<file path="src/logic/alu_flow_pkg.sv">
package alu_flow_pkg;

	// ==================================================
	// Identifiers carried with each operation
	// ==================================================

	// Sequence tag, returned untouched with the result
	typedef logic [2:0] tag_t;

	// Number of the issue port that owns an operation
	typedef logic port_id_t;

	// ==================================================
	// Credit and latency figures
	// ==================================================

	// Counter wide enough for every credit pool below
	typedef logic [2:0] credit_cnt_t;

	// Queue entries per port, also the source's initial issue credits
	localparam int unsigned QUEUE_DEPTH = 2;

	// Result slots the consumer of each port starts with
	localparam int unsigned RES_CREDITS = 4;

	// Cycles from an accepted grant to the result on the shared bus
	localparam int unsigned ALU_LAT = 4;

	// Queue pointer width, at least one bit
	localparam int unsigned QPTR_W = (QUEUE_DEPTH > 1) ? $clog2(QUEUE_DEPTH) : 1;

	typedef logic [QPTR_W-1:0] qptr_t;

endpackage

</file>
<file path="src/logic/alu_op_pkg.sv">
package alu_op_pkg;

	// ==================================================
	// Datapath widths
	// ==================================================

	// Width of every operand and every result on the result bus
	localparam int unsigned DATA_W = 32;

	// One operand or one result
	typedef logic [DATA_W-1:0] value_t;

	// Full product of two operands before the result is selected
	typedef logic [2*DATA_W-1:0] dvalue_t;

	// ==================================================
	// Operation codes
	// ==================================================

	// All operands are treated as signed two's complement values
	// The fused forms keep only the low DATA_W bits and wrap on overflow
	typedef enum logic [2:0] {
		// Low half of a*b
		OP_MUL   = 3'd0,
		// High half of the signed product a*b
		OP_MULH  = 3'd1,
		// Low half of a*imm
		OP_MULI  = 3'd2,
		// a*b + c
		OP_MADD  = 3'd3,
		// a*b - c
		OP_MSUB  = 3'd4,
		// c - a*b
		OP_NMADD = 3'd5
	} alu_op_e;

endpackage
</file>
<file path="src/logic/mc_alu_sub_top.sv">
`timescale 1ns/10ps

module mc_alu_sub_top
	import alu_op_pkg::*, alu_flow_pkg::*;
(
	input  logic    clk,
	input  logic    rst_n_i,
	// Port 0 upstream
	input  logic    op_valid_0_i,
	input  alu_op_e op_code_0_i,
	input  value_t  op_a_0_i,
	input  value_t  op_b_0_i,
	input  value_t  op_c_0_i,
	input  value_t  op_imm_0_i,
	input  tag_t    op_tag_0_i,
	output logic    op_credit_0_o,
	// Port 0 downstream
	output logic    res_valid_0_o,
	output value_t  res_data_0_o,
	output tag_t    res_tag_0_o,
	input  logic    res_credit_0_i,
	// Port 1 upstream
	input  logic    op_valid_1_i,
	input  alu_op_e op_code_1_i,
	input  value_t  op_a_1_i,
	input  value_t  op_b_1_i,
	input  value_t  op_c_1_i,
	input  value_t  op_imm_1_i,
	input  tag_t    op_tag_1_i,
	output logic    op_credit_1_o,
	// Port 1 downstream
	output logic    res_valid_1_o,
	output value_t  res_data_1_o,
	output tag_t    res_tag_1_o,
	input  logic    res_credit_1_i
);

	// Requests and grants between the ports and the arbiter
	logic       issue_req_0;
	logic       issue_req_1;
	logic [1:0] gnt;
	port_id_t   alu_sel;

	// Head operands of each port
	alu_op_e    issue_code_0;
	value_t     issue_a_0;
	value_t     issue_b_0;
	value_t     issue_c_0;
	value_t     issue_imm_0;
	tag_t       issue_tag_0;
	alu_op_e    issue_code_1;
	value_t     issue_a_1;
	value_t     issue_b_1;
	value_t     issue_c_1;
	value_t     issue_imm_1;
	tag_t       issue_tag_1;

	// Shared result bus seen by both ports
	logic       rb_valid;
	value_t     rb_data;
	tag_t       rb_tag;
	port_id_t   rb_port;

	issue_port #(
		.PORT_ID(1'b0)
	) u_port0 (
		.clk         (clk),
		.rst_n_i     (rst_n_i),
		.op_valid_i  (op_valid_0_i),
		.op_code_i   (op_code_0_i),
		.op_a_i      (op_a_0_i),
		.op_b_i      (op_b_0_i),
		.op_c_i      (op_c_0_i),
		.op_imm_i    (op_imm_0_i),
		.op_tag_i    (op_tag_0_i),
		.op_credit_o (op_credit_0_o),
		.issue_req_o (issue_req_0),
		.issue_gnt_i (gnt[0]),
		.issue_code_o(issue_code_0),
		.issue_a_o   (issue_a_0),
		.issue_b_o   (issue_b_0),
		.issue_c_o   (issue_c_0),
		.issue_imm_o (issue_imm_0),
		.issue_tag_o (issue_tag_0),
		.rb_valid_i  (rb_valid),
		.rb_data_i   (rb_data),
		.rb_tag_i    (rb_tag),
		.rb_port_i   (rb_port),
		.res_valid_o (res_valid_0_o),
		.res_data_o  (res_data_0_o),
		.res_tag_o   (res_tag_0_o),
		.res_credit_i(res_credit_0_i)
	);

	issue_port #(
		.PORT_ID(1'b1)
	) u_port1 (
		.clk         (clk),
		.rst_n_i     (rst_n_i),
		.op_valid_i  (op_valid_1_i),
		.op_code_i   (op_code_1_i),
		.op_a_i      (op_a_1_i),
		.op_b_i      (op_b_1_i),
		.op_c_i      (op_c_1_i),
		.op_imm_i    (op_imm_1_i),
		.op_tag_i    (op_tag_1_i),
		.op_credit_o (op_credit_1_o),
		.issue_req_o (issue_req_1),
		.issue_gnt_i (gnt[1]),
		.issue_code_o(issue_code_1),
		.issue_a_o   (issue_a_1),
		.issue_b_o   (issue_b_1),
		.issue_c_o   (issue_c_1),
		.issue_imm_o (issue_imm_1),
		.issue_tag_o (issue_tag_1),
		.rb_valid_i  (rb_valid),
		.rb_data_i   (rb_data),
		.rb_tag_i    (rb_tag),
		.rb_port_i   (rb_port),
		.res_valid_o (res_valid_1_o),
		.res_data_o  (res_data_1_o),
		.res_tag_o   (res_tag_1_o),
		.res_credit_i(res_credit_1_i)
	);

	issue_arbiter u_arb (
		.clk    (clk),
		.rst_n_i(rst_n_i),
		.req_i  ({issue_req_1, issue_req_0}),
		.gnt_o  (gnt),
		.sel_o  (alu_sel)
	);

	// The grant vector doubles as the issue valid of the unit
	mc_alu u_alu (
		.clk        (clk),
		.rst_n_i    (rst_n_i),
		.in_valid_i (gnt),
		.in_port_i  (alu_sel),
		.in_code_0_i(issue_code_0),
		.in_a_0_i   (issue_a_0),
		.in_b_0_i   (issue_b_0),
		.in_c_0_i   (issue_c_0),
		.in_imm_0_i (issue_imm_0),
		.in_tag_0_i (issue_tag_0),
		.in_code_1_i(issue_code_1),
		.in_a_1_i   (issue_a_1),
		.in_b_1_i   (issue_b_1),
		.in_c_1_i   (issue_c_1),
		.in_imm_1_i (issue_imm_1),
		.in_tag_1_i (issue_tag_1),
		.out_valid_o(rb_valid),
		.out_data_o (rb_data),
		.out_tag_o  (rb_tag),
		.out_port_o (rb_port)
	);

endmodule

</file>
<file path="src/logic/mc_alu.sv">
`timescale 1ns/10ps

module mc_alu
	import alu_op_pkg::*, alu_flow_pkg::*;
(
	input  logic       clk,
	input  logic       rst_n_i,
	// Grant vector, one bit per port, at most one bit set
	input  logic [1:0] in_valid_i,
	// Select from the arbiter, also the owner of the operation
	input  port_id_t   in_port_i,
	// Operand set of port 0
	input  alu_op_e    in_code_0_i,
	input  value_t     in_a_0_i,
	input  value_t     in_b_0_i,
	input  value_t     in_c_0_i,
	input  value_t     in_imm_0_i,
	input  tag_t       in_tag_0_i,
	// Operand set of port 1
	input  alu_op_e    in_code_1_i,
	input  value_t     in_a_1_i,
	input  value_t     in_b_1_i,
	input  value_t     in_c_1_i,
	input  value_t     in_imm_1_i,
	input  tag_t       in_tag_1_i,
	// Shared result bus
	output logic       out_valid_o,
	output value_t     out_data_o,
	output tag_t       out_tag_o,
	output port_id_t   out_port_o
);

	// Selected operand set
	alu_op_e  code_sel;
	value_t   a_sel;
	value_t   b_sel;
	value_t   c_sel;
	value_t   imm_sel;
	tag_t     tag_sel;

	// Stage registers of the data path
	alu_op_e  code_s1;
	value_t   a_s1;
	value_t   m_s1;
	value_t   c_s1;
	alu_op_e  code_s2;
	dvalue_t  prod_s2;
	value_t   c_s2;
	alu_op_e  code_s3;
	dvalue_t  prod_s3;
	value_t   fused_s3;
	value_t   data_s4;

	// Delay line for valid, tag and owner, one entry per stage
	logic     valid_q [ALU_LAT];
	tag_t     tag_q   [ALU_LAT];
	port_id_t port_q  [ALU_LAT];

	// ==================================================
	// Operand select, driven by the arbiter
	// ==================================================

	assign code_sel = in_port_i ? in_code_1_i : in_code_0_i;
	assign a_sel    = in_port_i ? in_a_1_i    : in_a_0_i;
	assign b_sel    = in_port_i ? in_b_1_i    : in_b_0_i;
	assign c_sel    = in_port_i ? in_c_1_i    : in_c_0_i;
	assign imm_sel  = in_port_i ? in_imm_1_i  : in_imm_0_i;
	assign tag_sel  = in_port_i ? in_tag_1_i  : in_tag_0_i;

	// The data stages below are written out for a latency of four
	always_ff @(posedge clk) begin
		// Stage 1 captures the operands, the immediate replaces b for OP_MULI
		code_s1 <= code_sel;
		a_s1    <= a_sel;
		m_s1    <= (code_sel == OP_MULI) ? imm_sel : b_sel;
		c_s1    <= c_sel;

		// Stage 2 forms the full signed product
		// Both operands are signed, so they are sign extended to the product width
		code_s2 <= code_s1;
		prod_s2 <= $signed(a_s1) * $signed(m_s1);
		c_s2    <= c_s1;

		// Stage 3 applies the addend of the fused forms, wrapping at DATA_W bits
		code_s3 <= code_s2;
		prod_s3 <= prod_s2;
		case (code_s2)
			OP_MADD:  fused_s3 <= prod_s2[DATA_W-1:0] + c_s2;
			OP_MSUB:  fused_s3 <= prod_s2[DATA_W-1:0] - c_s2;
			OP_NMADD: fused_s3 <= c_s2 - prod_s2[DATA_W-1:0];
			default:  fused_s3 <= prod_s2[DATA_W-1:0];
		endcase

		// Stage 4 picks the result by opcode
		case (code_s3)
			OP_MUL, OP_MULI:          data_s4 <= prod_s3[DATA_W-1:0];
			OP_MULH:                  data_s4 <= prod_s3[2*DATA_W-1:DATA_W];
			OP_MADD, OP_MSUB, OP_NMADD: data_s4 <= fused_s3;
			default:                  data_s4 <= '0;
		endcase
	end

	// ==================================================
	// Valid, tag and owner delay line
	// ==================================================

	// Valid is control state and clears on reset
	always_ff @(posedge clk or negedge rst_n_i) begin
		if (!rst_n_i) begin
			for (int i = 0; i < ALU_LAT; i++) begin
				valid_q[i] <= 1'b0;
			end
		end else begin
			valid_q[0] <= in_valid_i[0] | in_valid_i[1];
			for (int i = 1; i < ALU_LAT; i++) begin
				valid_q[i] <= valid_q[i-1];
			end
		end
	end

	// Tag and owner only matter while valid is set
	always_ff @(posedge clk) begin
		tag_q[0]  <= tag_sel;
		port_q[0] <= in_port_i;
		for (int i = 1; i < ALU_LAT; i++) begin
			tag_q[i]  <= tag_q[i-1];
			port_q[i] <= port_q[i-1];
		end
	end

	assign out_valid_o = valid_q[ALU_LAT-1];
	assign out_data_o  = data_s4;
	assign out_tag_o   = tag_q[ALU_LAT-1];
	assign out_port_o  = port_q[ALU_LAT-1];

endmodule

</file>
<file path="src/logic/issue_arbiter.sv">
`timescale 1ns/10ps

module issue_arbiter
	import alu_flow_pkg::*;
(
	input  logic       clk,
	input  logic       rst_n_i,
	input  logic [1:0] req_i,
	output logic [1:0] gnt_o,
	output port_id_t   sel_o
);

	// Port that won the last granted cycle
	port_id_t last_q;
	// Port chosen in this cycle
	port_id_t win;

	// A lone requester always wins
	// With both requesting the port that lost last time goes first
	always_comb begin
		case (req_i)
			2'b01:   win = 1'b0;
			2'b10:   win = 1'b1;
			2'b11:   win = ~last_q;
			// Idle cycle, the select is not used
			default: win = last_q;
		endcase
	end

	// Grant is combinational so the port can pop in the same cycle
	assign gnt_o[0] = req_i[0] & (win == 1'b0);
	assign gnt_o[1] = req_i[1] & (win == 1'b1);

	// Steers the operand select inside the unit
	assign sel_o = win;

	// Only a real grant moves the priority
	always_ff @(posedge clk or negedge rst_n_i) begin
		if (!rst_n_i) begin
			// Port 0 gets the first contested grant
			last_q <= 1'b1;
		end else if (req_i != 2'b00) begin
			last_q <= win;
		end
	end

endmodule

</file>
<file path="src/logic/issue_port.sv">
`timescale 1ns/10ps

module issue_port
	import alu_op_pkg::*, alu_flow_pkg::*;
#(
	parameter port_id_t PORT_ID = 1'b0
) (
	input  logic        clk,
	input  logic        rst_n_i,
	// Upstream source
	input  logic        op_valid_i,
	input  alu_op_e     op_code_i,
	input  value_t      op_a_i,
	input  value_t      op_b_i,
	input  value_t      op_c_i,
	input  value_t      op_imm_i,
	input  tag_t        op_tag_i,
	output logic        op_credit_o,
	// Request towards the arbiter and the shared unit
	output logic        issue_req_o,
	input  logic        issue_gnt_i,
	output alu_op_e     issue_code_o,
	output value_t      issue_a_o,
	output value_t      issue_b_o,
	output value_t      issue_c_o,
	output value_t      issue_imm_o,
	output tag_t        issue_tag_o,
	// Shared result bus
	input  logic        rb_valid_i,
	input  value_t      rb_data_i,
	input  tag_t        rb_tag_i,
	input  port_id_t    rb_port_i,
	// Downstream consumer
	output logic        res_valid_o,
	output value_t      res_data_o,
	output tag_t        res_tag_o,
	input  logic        res_credit_i
);

	// Queue storage, one slot per issue credit
	alu_op_e     q_code [QUEUE_DEPTH];
	value_t      q_a    [QUEUE_DEPTH];
	value_t      q_b    [QUEUE_DEPTH];
	value_t      q_c    [QUEUE_DEPTH];
	value_t      q_imm  [QUEUE_DEPTH];
	tag_t        q_tag  [QUEUE_DEPTH];

	qptr_t       wr_ptr_q;
	qptr_t       rd_ptr_q;
	credit_cnt_t fill_q;
	credit_cnt_t res_cred_q;

	logic        push;
	logic        pop;

	// Pointer step that also works for a depth that is not a power of two
	function automatic qptr_t ptr_next(qptr_t p);
		return (p == qptr_t'(QUEUE_DEPTH - 1)) ? '0 : qptr_t'(p + 1'b1);
	endfunction

	// The source only sends while it holds a credit, so a push never finds the queue full
	assign push = op_valid_i;

	// The arbiter only grants a requesting port, the AND keeps the pop safe regardless
	assign pop = issue_req_o & issue_gnt_i;

	// Issue needs an operation at the head and a free result slot downstream
	// Holding back here is what keeps every in-flight result covered by a credit
	assign issue_req_o = (fill_q != '0) && (res_cred_q != '0);

	// Head of the queue goes straight to the operand select in the unit
	assign issue_code_o = q_code[rd_ptr_q];
	assign issue_a_o    = q_a[rd_ptr_q];
	assign issue_b_o    = q_b[rd_ptr_q];
	assign issue_c_o    = q_c[rd_ptr_q];
	assign issue_imm_o  = q_imm[rd_ptr_q];
	assign issue_tag_o  = q_tag[rd_ptr_q];

	always_ff @(posedge clk) begin
		if (push) begin
			q_code[wr_ptr_q] <= op_code_i;
			q_a[wr_ptr_q]    <= op_a_i;
			q_b[wr_ptr_q]    <= op_b_i;
			q_c[wr_ptr_q]    <= op_c_i;
			q_imm[wr_ptr_q]  <= op_imm_i;
			q_tag[wr_ptr_q]  <= op_tag_i;
		end
	end

	// ==================================================
	// Pointers and credit counters
	// ==================================================

	always_ff @(posedge clk or negedge rst_n_i) begin
		if (!rst_n_i) begin
			wr_ptr_q    <= '0;
			rd_ptr_q    <= '0;
			fill_q      <= '0;
			res_cred_q  <= credit_cnt_t'(RES_CREDITS);
			op_credit_o <= 1'b0;
		end else begin
			if (push) begin
				wr_ptr_q <= ptr_next(wr_ptr_q);
			end
			if (pop) begin
				rd_ptr_q <= ptr_next(rd_ptr_q);
			end
			fill_q <= fill_q + credit_cnt_t'(push) - credit_cnt_t'(pop);
			// One result slot is used per issue and one comes back per consumer pulse
			res_cred_q <= res_cred_q - credit_cnt_t'(pop) + credit_cnt_t'(res_credit_i);
			// The freed queue slot is handed back to the source one cycle after issue
			op_credit_o <= pop;
		end
	end

	// Claim the results on the shared bus that carry this port's number
	// The bus is already registered in the unit, so this stays combinational
	assign res_valid_o = rb_valid_i && (rb_port_i == PORT_ID);
	assign res_data_o  = rb_data_i;
	assign res_tag_o   = rb_tag_i;

endmodule

</file>
<file path="config.mk">
export PLATFORM = sky130hd
export DESIGN_NAME = mc_alu_sub_top
export DESIGN_NICKNAME = d
export VERILOG_FILES = /design/src/logic/alu_flow_pkg.sv /design/src/logic/alu_op_pkg.sv /design/src/logic/mc_alu_sub_top.sv /design/src/logic/mc_alu.sv /design/src/logic/issue_arbiter.sv /design/src/logic/issue_port.sv
export SDC_FILE = /design/constraint.sdc
export NUM_CORES = 2
export LEC_CHECK = 0
export BUFFER_PORTS_ARGS = -buffer_cell sky130_fd_sc_hd__buf_4
export CORE_ASPECT_RATIO = 1.5
export CORE_UTILIZATION = 52
export CTS_CLUSTER_SIZE = 40
export DETAILED_ROUTE_END_ITERATION = 8
export PLACE_DENSITY = 0.69
export SLEW_MARGIN = 30
export SYNTH_ARGS = -nofsm -noshare
export SYNTH_HDL_FRONTEND = slang
export SYNTH_SLANG_ARGS = --single-unit
export TNS_END_PERCENT = 100
</file>
<file path="constraint.sdc">
create_clock -name clk -period 8.2 [get_ports clk]
set_input_delay 1.23 -clock clk [delete_from_list [all_inputs] [get_ports clk]]
set_output_delay 1.23 -clock clk [all_outputs]
set_load 0.05 [all_outputs]
</file>
After elaboration in Yosys (flattened, before gate mapping)
Memory sizes are Yosys's and may differ from the RTL's.
Index checks and enable logic that the tools add are counted.
{"block": "classes", "n_addsub": 15, "mul": 1, "n_eq_ne": 12, "muxes": 18, "bitwise": 8, "n_reduce_logical": 12}
{"op": "$pmux W32 S3", "n": 2}
{"op": "$mux W32", "n": 5}
{"op": "$mul A32 B32 Y64", "n": 1}
{"op": "$sub A32 B32 Y32", "n": 2}
{"op": "$add A32 B32 Y32", "n": 1}
{"op": "$add A3 B1 Y3", "n": 4}
{"op": "$eq A3 B2 Y1 const B", "n": 4}
{"op": "$eq A3 B3 Y1 const B", "n": 4}
{"op": "$reduce_bool A3 Y1", "n": 4}
{"op": "$sub A3 B1 Y3", "n": 4}
{"op": "$mux W1", "n": 8}
{"op": "$mux W3", "n": 2}
{"op": "$add A1 B1 Y1 const B", "n": 4}
{"op": "$and A1 B1 Y1", "n": 4}
{"op": "$eq A2 B2 Y1 const B", "n": 2}
{"op": "$logic_and A1 B1 Y1", "n": 4}
{"op": "$eq A3 B1 Y1 const B", "n": 1}
{"op": "$logic_not A3 Y1", "n": 1}
{"op": "$not A1 Y1", "n": 3}
{"op": "$pmux W1 S3", "n": 1}
{"op": "$reduce_or A3 Y1", "n": 1}
{"op": "$eq A2 B1 Y1 const B", "n": 1}
{"op": "$reduce_bool A2 Y1", "n": 1}
{"op": "$reduce_or A2 Y1", "n": 1}
{"op": "$or A1 B1 Y1", "n": 1}
{"block": "totals", "register_bits": 352, "mem_bits_rw": 552, "input_bits": 274, "mem_count": 14}
{"name": "u_port0.q_a", "depth": 2, "word_bits": 32, "read_ports": 1, "rd_clocked_by_memory_dff": 0, "wr": 1, "line": "issue_port.sv:42", "source": "value_t q_a [QUEUE_DEPTH];"}
{"name": "u_port0.q_b", "depth": 2, "word_bits": 32, "read_ports": 1, "rd_clocked_by_memory_dff": 0, "wr": 1, "line": "issue_port.sv:43", "source": "value_t q_b [QUEUE_DEPTH];"}
{"name": "u_port0.q_c", "depth": 2, "word_bits": 32, "read_ports": 1, "rd_clocked_by_memory_dff": 0, "wr": 1, "line": "issue_port.sv:44", "source": "value_t q_c [QUEUE_DEPTH];"}
{"name": "u_port0.q_imm", "depth": 2, "word_bits": 32, "read_ports": 1, "rd_clocked_by_memory_dff": 0, "wr": 1, "line": "issue_port.sv:45", "source": "value_t q_imm [QUEUE_DEPTH];"}
{"name": "u_port1.q_a", "depth": 2, "word_bits": 32, "read_ports": 1, "rd_clocked_by_memory_dff": 0, "wr": 1, "line": "issue_port.sv:42"}
{"name": "u_port1.q_b", "depth": 2, "word_bits": 32, "read_ports": 1, "rd_clocked_by_memory_dff": 0, "wr": 1, "line": "issue_port.sv:43"}
{"name": "+8 memories"}

Logic depth before layout (Yosys ltp)
{"block": "logic_depth", "word_depth": 9, "depth_mapped": 29, "ltp_nobuf": 27}

Modules after synthesis
From an unflattened synthesis, not the netlist that was laid out.
{"block": "hier_totals", "hier_cells": 6116, "area_unflattened_um2": 71096.9}
{"module": "mc_alu", "n_inst": 1, "cells_each": 5133, "area_per_inst_um2": 49896.6, "seq_area_each_um2": 7006.7}
{"module": "issue_port", "n_inst": 2, "cells_each": 488, "area_per_inst_um2": 10565.1, "seq_area_each_um2": 8274.2}
{"module": "issue_arbiter", "n_inst": 1, "cells_each": 7, "area_per_inst_um2": 70.1, "seq_area_each_um2": 26.3}

Least setup slack after synthesis
No wires, ideal clock.
{"block": "synth_path", "path_type": "input to register", "startpoint": "input op_valid_0_i", "endpoint": "memory u_port0.q_a[0][0] in the netlist's numbering (enable)", "setup_ns": 0.645, "arrival_time_ns": 7.034, "required_ns": 7.555, "path_slack_ns": 0.521, "stages": 1, "path_buffers": 0, "cell_sequence": "nor2b_1"}
{"block": "synth_via", "elab_chain_cells": 2}
{"element": "from (decl)", "line": "mc_alu_sub_top.sv:9", "source": "input logic op_valid_0_i,"}
{"element": "$mux W1", "line": "issue_port.sv:80", "source": "if (push) begin"}
{"element": "$mux W1 (not written as such)", "line": "issue_port.sv:82", "source": "q_a[wr_ptr_q] <= op_a_i;"}
{"element": "to (decl)", "line": "issue_port.sv:42"}
No other way between the ends.

Worst setup path in the final report
{"block": "layout_path", "startpoint": "register u_alu.a_s1[3]", "endpoint": "register u_alu.prod_s2[56]"}
{"block": "layout_via", "elab_chain_cells": 1}
{"element": "from (decl)", "line": "mc_alu.sv:43", "source": "value_t a_s1;"}
{"element": "from (signal assigned)", "line": "mc_alu.sv:74", "source": "a_s1 <= a_sel;"}
{"element": "$mul A32 B32 Y64", "line": "mc_alu.sv:81", "source": "prod_s2 <= $signed(a_s1) * $signed(m_s1);"}
{"element": "to (signal assigned)", "line": "mc_alu.sv:81"}
{"element": "to (decl)", "line": "mc_alu.sv:47", "source": "dvalue_t prod_s2;"}
No other way between the ends.
A chain may end at the register's enable or synchronous reset.

==> results.md <==
- Num CTS Buffers: 89
- Post-synth top area cell: fa_1
- Final setup fails: 0
- First-pass GRT wire length: 272,000 µm
- Slew margin rel.: 31.1%
- Yosys cell types: 82
- CTS tree: yes
- Max-slew violations: 0
- Post-synth ARST share: 2.54%
- Crit end category: flop
- #FFs+latches synth: 904
- WHS: 0.322 ns
- Crit-path slowest cell: dfxtp_1
- Status: finished with violations
- Final ANT Viol Nets: 0
- Main flop type after synthesis: edfxtp_1
- Seq/Total Area, Yosys: 33.8%
- Post-Synthesis Cells: 6,125
- Initial DRC count: 2,425
- Unrepaired setup endpoints after global routing: no
- Die width: 301 µm
- Vias/cell: 5.46
- Synthesis Warnings: 0
- Final number of hold-violating endpoints: 0
- Worst Hold Class: flop to flop
- CP most frequent cell: fa_1
- EDFF count, synth: 536
- Via count: 44,902
- Synthesis-to-finish area growth: 11.4%
- Clock Latency Late Sink: 0.72 ns
- Full die area: 136,000 µm²
- # Post-CTS Setup Buffers: 0
- Fmax: 127 MHz
- Initial DRT Pass Iterations: 7
- Synth Cell Area: 69,800 µm²
- Clk_skew: 0.0523 ns
- Core area: 133,000 µm²
- Worst Tran Pin Value: 1.03 ns
- Initial Util: 52.4%
- # H-tree levels: 3
- Final min period: 7.87 ns
- Total gr overflow: 0
- Syn_area_per_cell: 11.4 µm²
- CTS Root Cell: clkbuf_16
- Yosys top cell area share: 31.2%
- Crit path kind: flop to flop
- Io pins: 348
- Max Cap Viol: 0
- TNS Setup: 0 ns
- Initial antenna violation count: 4
- Clock transition at path regs: 0.06 ns
- CP Data Arrival Time: 8.45 ns
- Failing checks: DRC
- Filler cells: 10,977
- Post-CTS Resized: 0
- CP peak stage delay: 0.98 ns
- Std cell rows: 164
- Wire per inst: 21.0 µm
- GR Util All Layers: 26.3%
- Drt drc: 109
- Final wirelength: 173,000 µm
- Mapped Nets: 7,742
- CP required: 8.78 ns
- Clock Sinks: 904
- Layout cells sized above 1: 12.7%
- Vias in the first global route: 49,705
- Die Height: 451 µm
- Final period util: 96.0%
- Cts-stage hold buffer count: 0
- Most common cell after layout, fill and taps aside: fa_1
- Longest Clk Path Bufs: 3
- Largest cells by area after synthesis: fa_1, edfxtp_1, dfxtp_1
- Fin nets: 8,013
- Placer congestion estimate: 0.953
- Crit-path max FO: 21
- Critical path launch point type: flop
- Hpwl dp: 140,000 µm
- Largest net degree at the start of global routing: 81
- IO buf count: 347
- Most frequent cells in the layout: fa_1, inv_1, nand2_1, edfxtp_1, buf_4
-- metal layers --
metal,up-vias,GRT usage [%],routed length (µm)
met2,1387,48.4,92600
li1,19961,-,-
met3,470,4.09,9180
met5,-,0,17
met4,2,13.2,9160
met1,23082,29.0,62000
-- Yosys cell counts, drive strengths merged, types with 22 or more instances --
| cell | count |
|---|---|
| fa | 1088 |
| inv | 1053 |
| nand2 | 578 |
| edfxtp | 536 |
| and2 | 509 |
| dfxtp | 345 |
| clkbuf | 283 |
| ha | 255 |
| a21oi | 220 |
| nor2b | 124 |
| o21ai | 93 |
| xnor2 | 89 |
| nor2 | 87 |
| a211oi | 86 |
| mux2i | 78 |
| a21o | 66 |
| xor2 | 66 |
| mux4 | 64 |
| buf | 60 |
| a22oi | 48 |
| o22ai | 36 |
| mux2 | 34 |
| nand3 | 31 |
| nand2b | 28 |
| and3 | 22 |
| nor3 | 22 |
-- final cells by class --
type | instances | area, µm² | share of cell area (%)
clock buffers | 113 | 2450 | 3.15
clock inverters | 53 | 646 | 0.830
well taps | 1743 | 2180 | 2.80
flip-flops and latches | 904 | 23600 | 30.4
inverters | 1053 | 3950 | 5.08
diodes | 3 | 7.51 | 0.00965
repair buffers | 523 | 4010 | 5.16
multi-input cells | 3825 | 40900 | 52.6
-- path summary, 6_finish.rpt --
path                                   start                    end  slack, ns  depth (start not counted)
setup / recovery               u_alu.a_s1[3]      u_alu.prod_s2[56]       0.33                         28
hold / removal             u_alu.prod_s2[50]      u_alu.prod_s3[50]       0.32                          0
setup reg to reg               u_alu.a_s1[3]      u_alu.prod_s2[56]       0.33                         28
hold reg to reg            u_alu.prod_s2[50]      u_alu.prod_s3[50]       0.32                          0
max in group asynchronous            rst_n_i  u_port0.res_cred_q[2]       7.50                          1
min in group asynchronous            rst_n_i  u_port1.res_cred_q[1]       0.41                          1
-- cell families (layout without fill, tap and decap cells) --
kind of cell | count (synthesis) | count (layout) | share of synthesized area, %
simple gates | 1469 | 1469 | 10.8
fa+ha+maj | 1343 | 1343 | 35.8
xor+xnor | 155 | 155 | 1.94
other cells | 0 | 3 | 0
mux | 176 | 176 | 3.73
buf+inv | 1396 | 1742 | 7.72
compound gates | 682 | 682 | 6.29
flops | 904 | 904 | 33.8
-- registers in the layout (all words and copies together) (netlist names), 64 cells and up --
name,flops
u_alu.prod_s2,64
u_alu.prod_s3,64
u_port0.q_a,64
u_port0.q_b,64
u_port0.q_c,64
u_port0.q_imm,64
u_port1.q_a,64
u_port1.q_b,64
u_port1.q_c,64
u_port1.q_imm,64
-- metrics by stage --
step	worst slack, ns	area (µm²)	cells	utilization [%]
3_5_place_dp	0.128	74600	8047	56.0
2_1_floorplan	0.521	69800	6125	-
3_3_place_gp	0.173	74600	8047	56.0
4_1_cts	0.113	77700	8213	58.4
6_report	0.330	77800	8217	58.4
5_1_grt	0.00272	77800	8216	58.4
-- critical path, delay by kind of cell, from the launching register on --
kind	cells	cell delay [ns]
adder cells (fa/ha/maj)	9	3.62
AND/OR/NAND/NOR	3	0.55
buffers and inverters	8	0.99
AO/OA/AOI/OAI	8	1.60
flip-flops	1	0.98
Power is left out: the tool's default activity adds up to more than one toggle a clock period on the data nets, which glitch-free logic cannot reach.
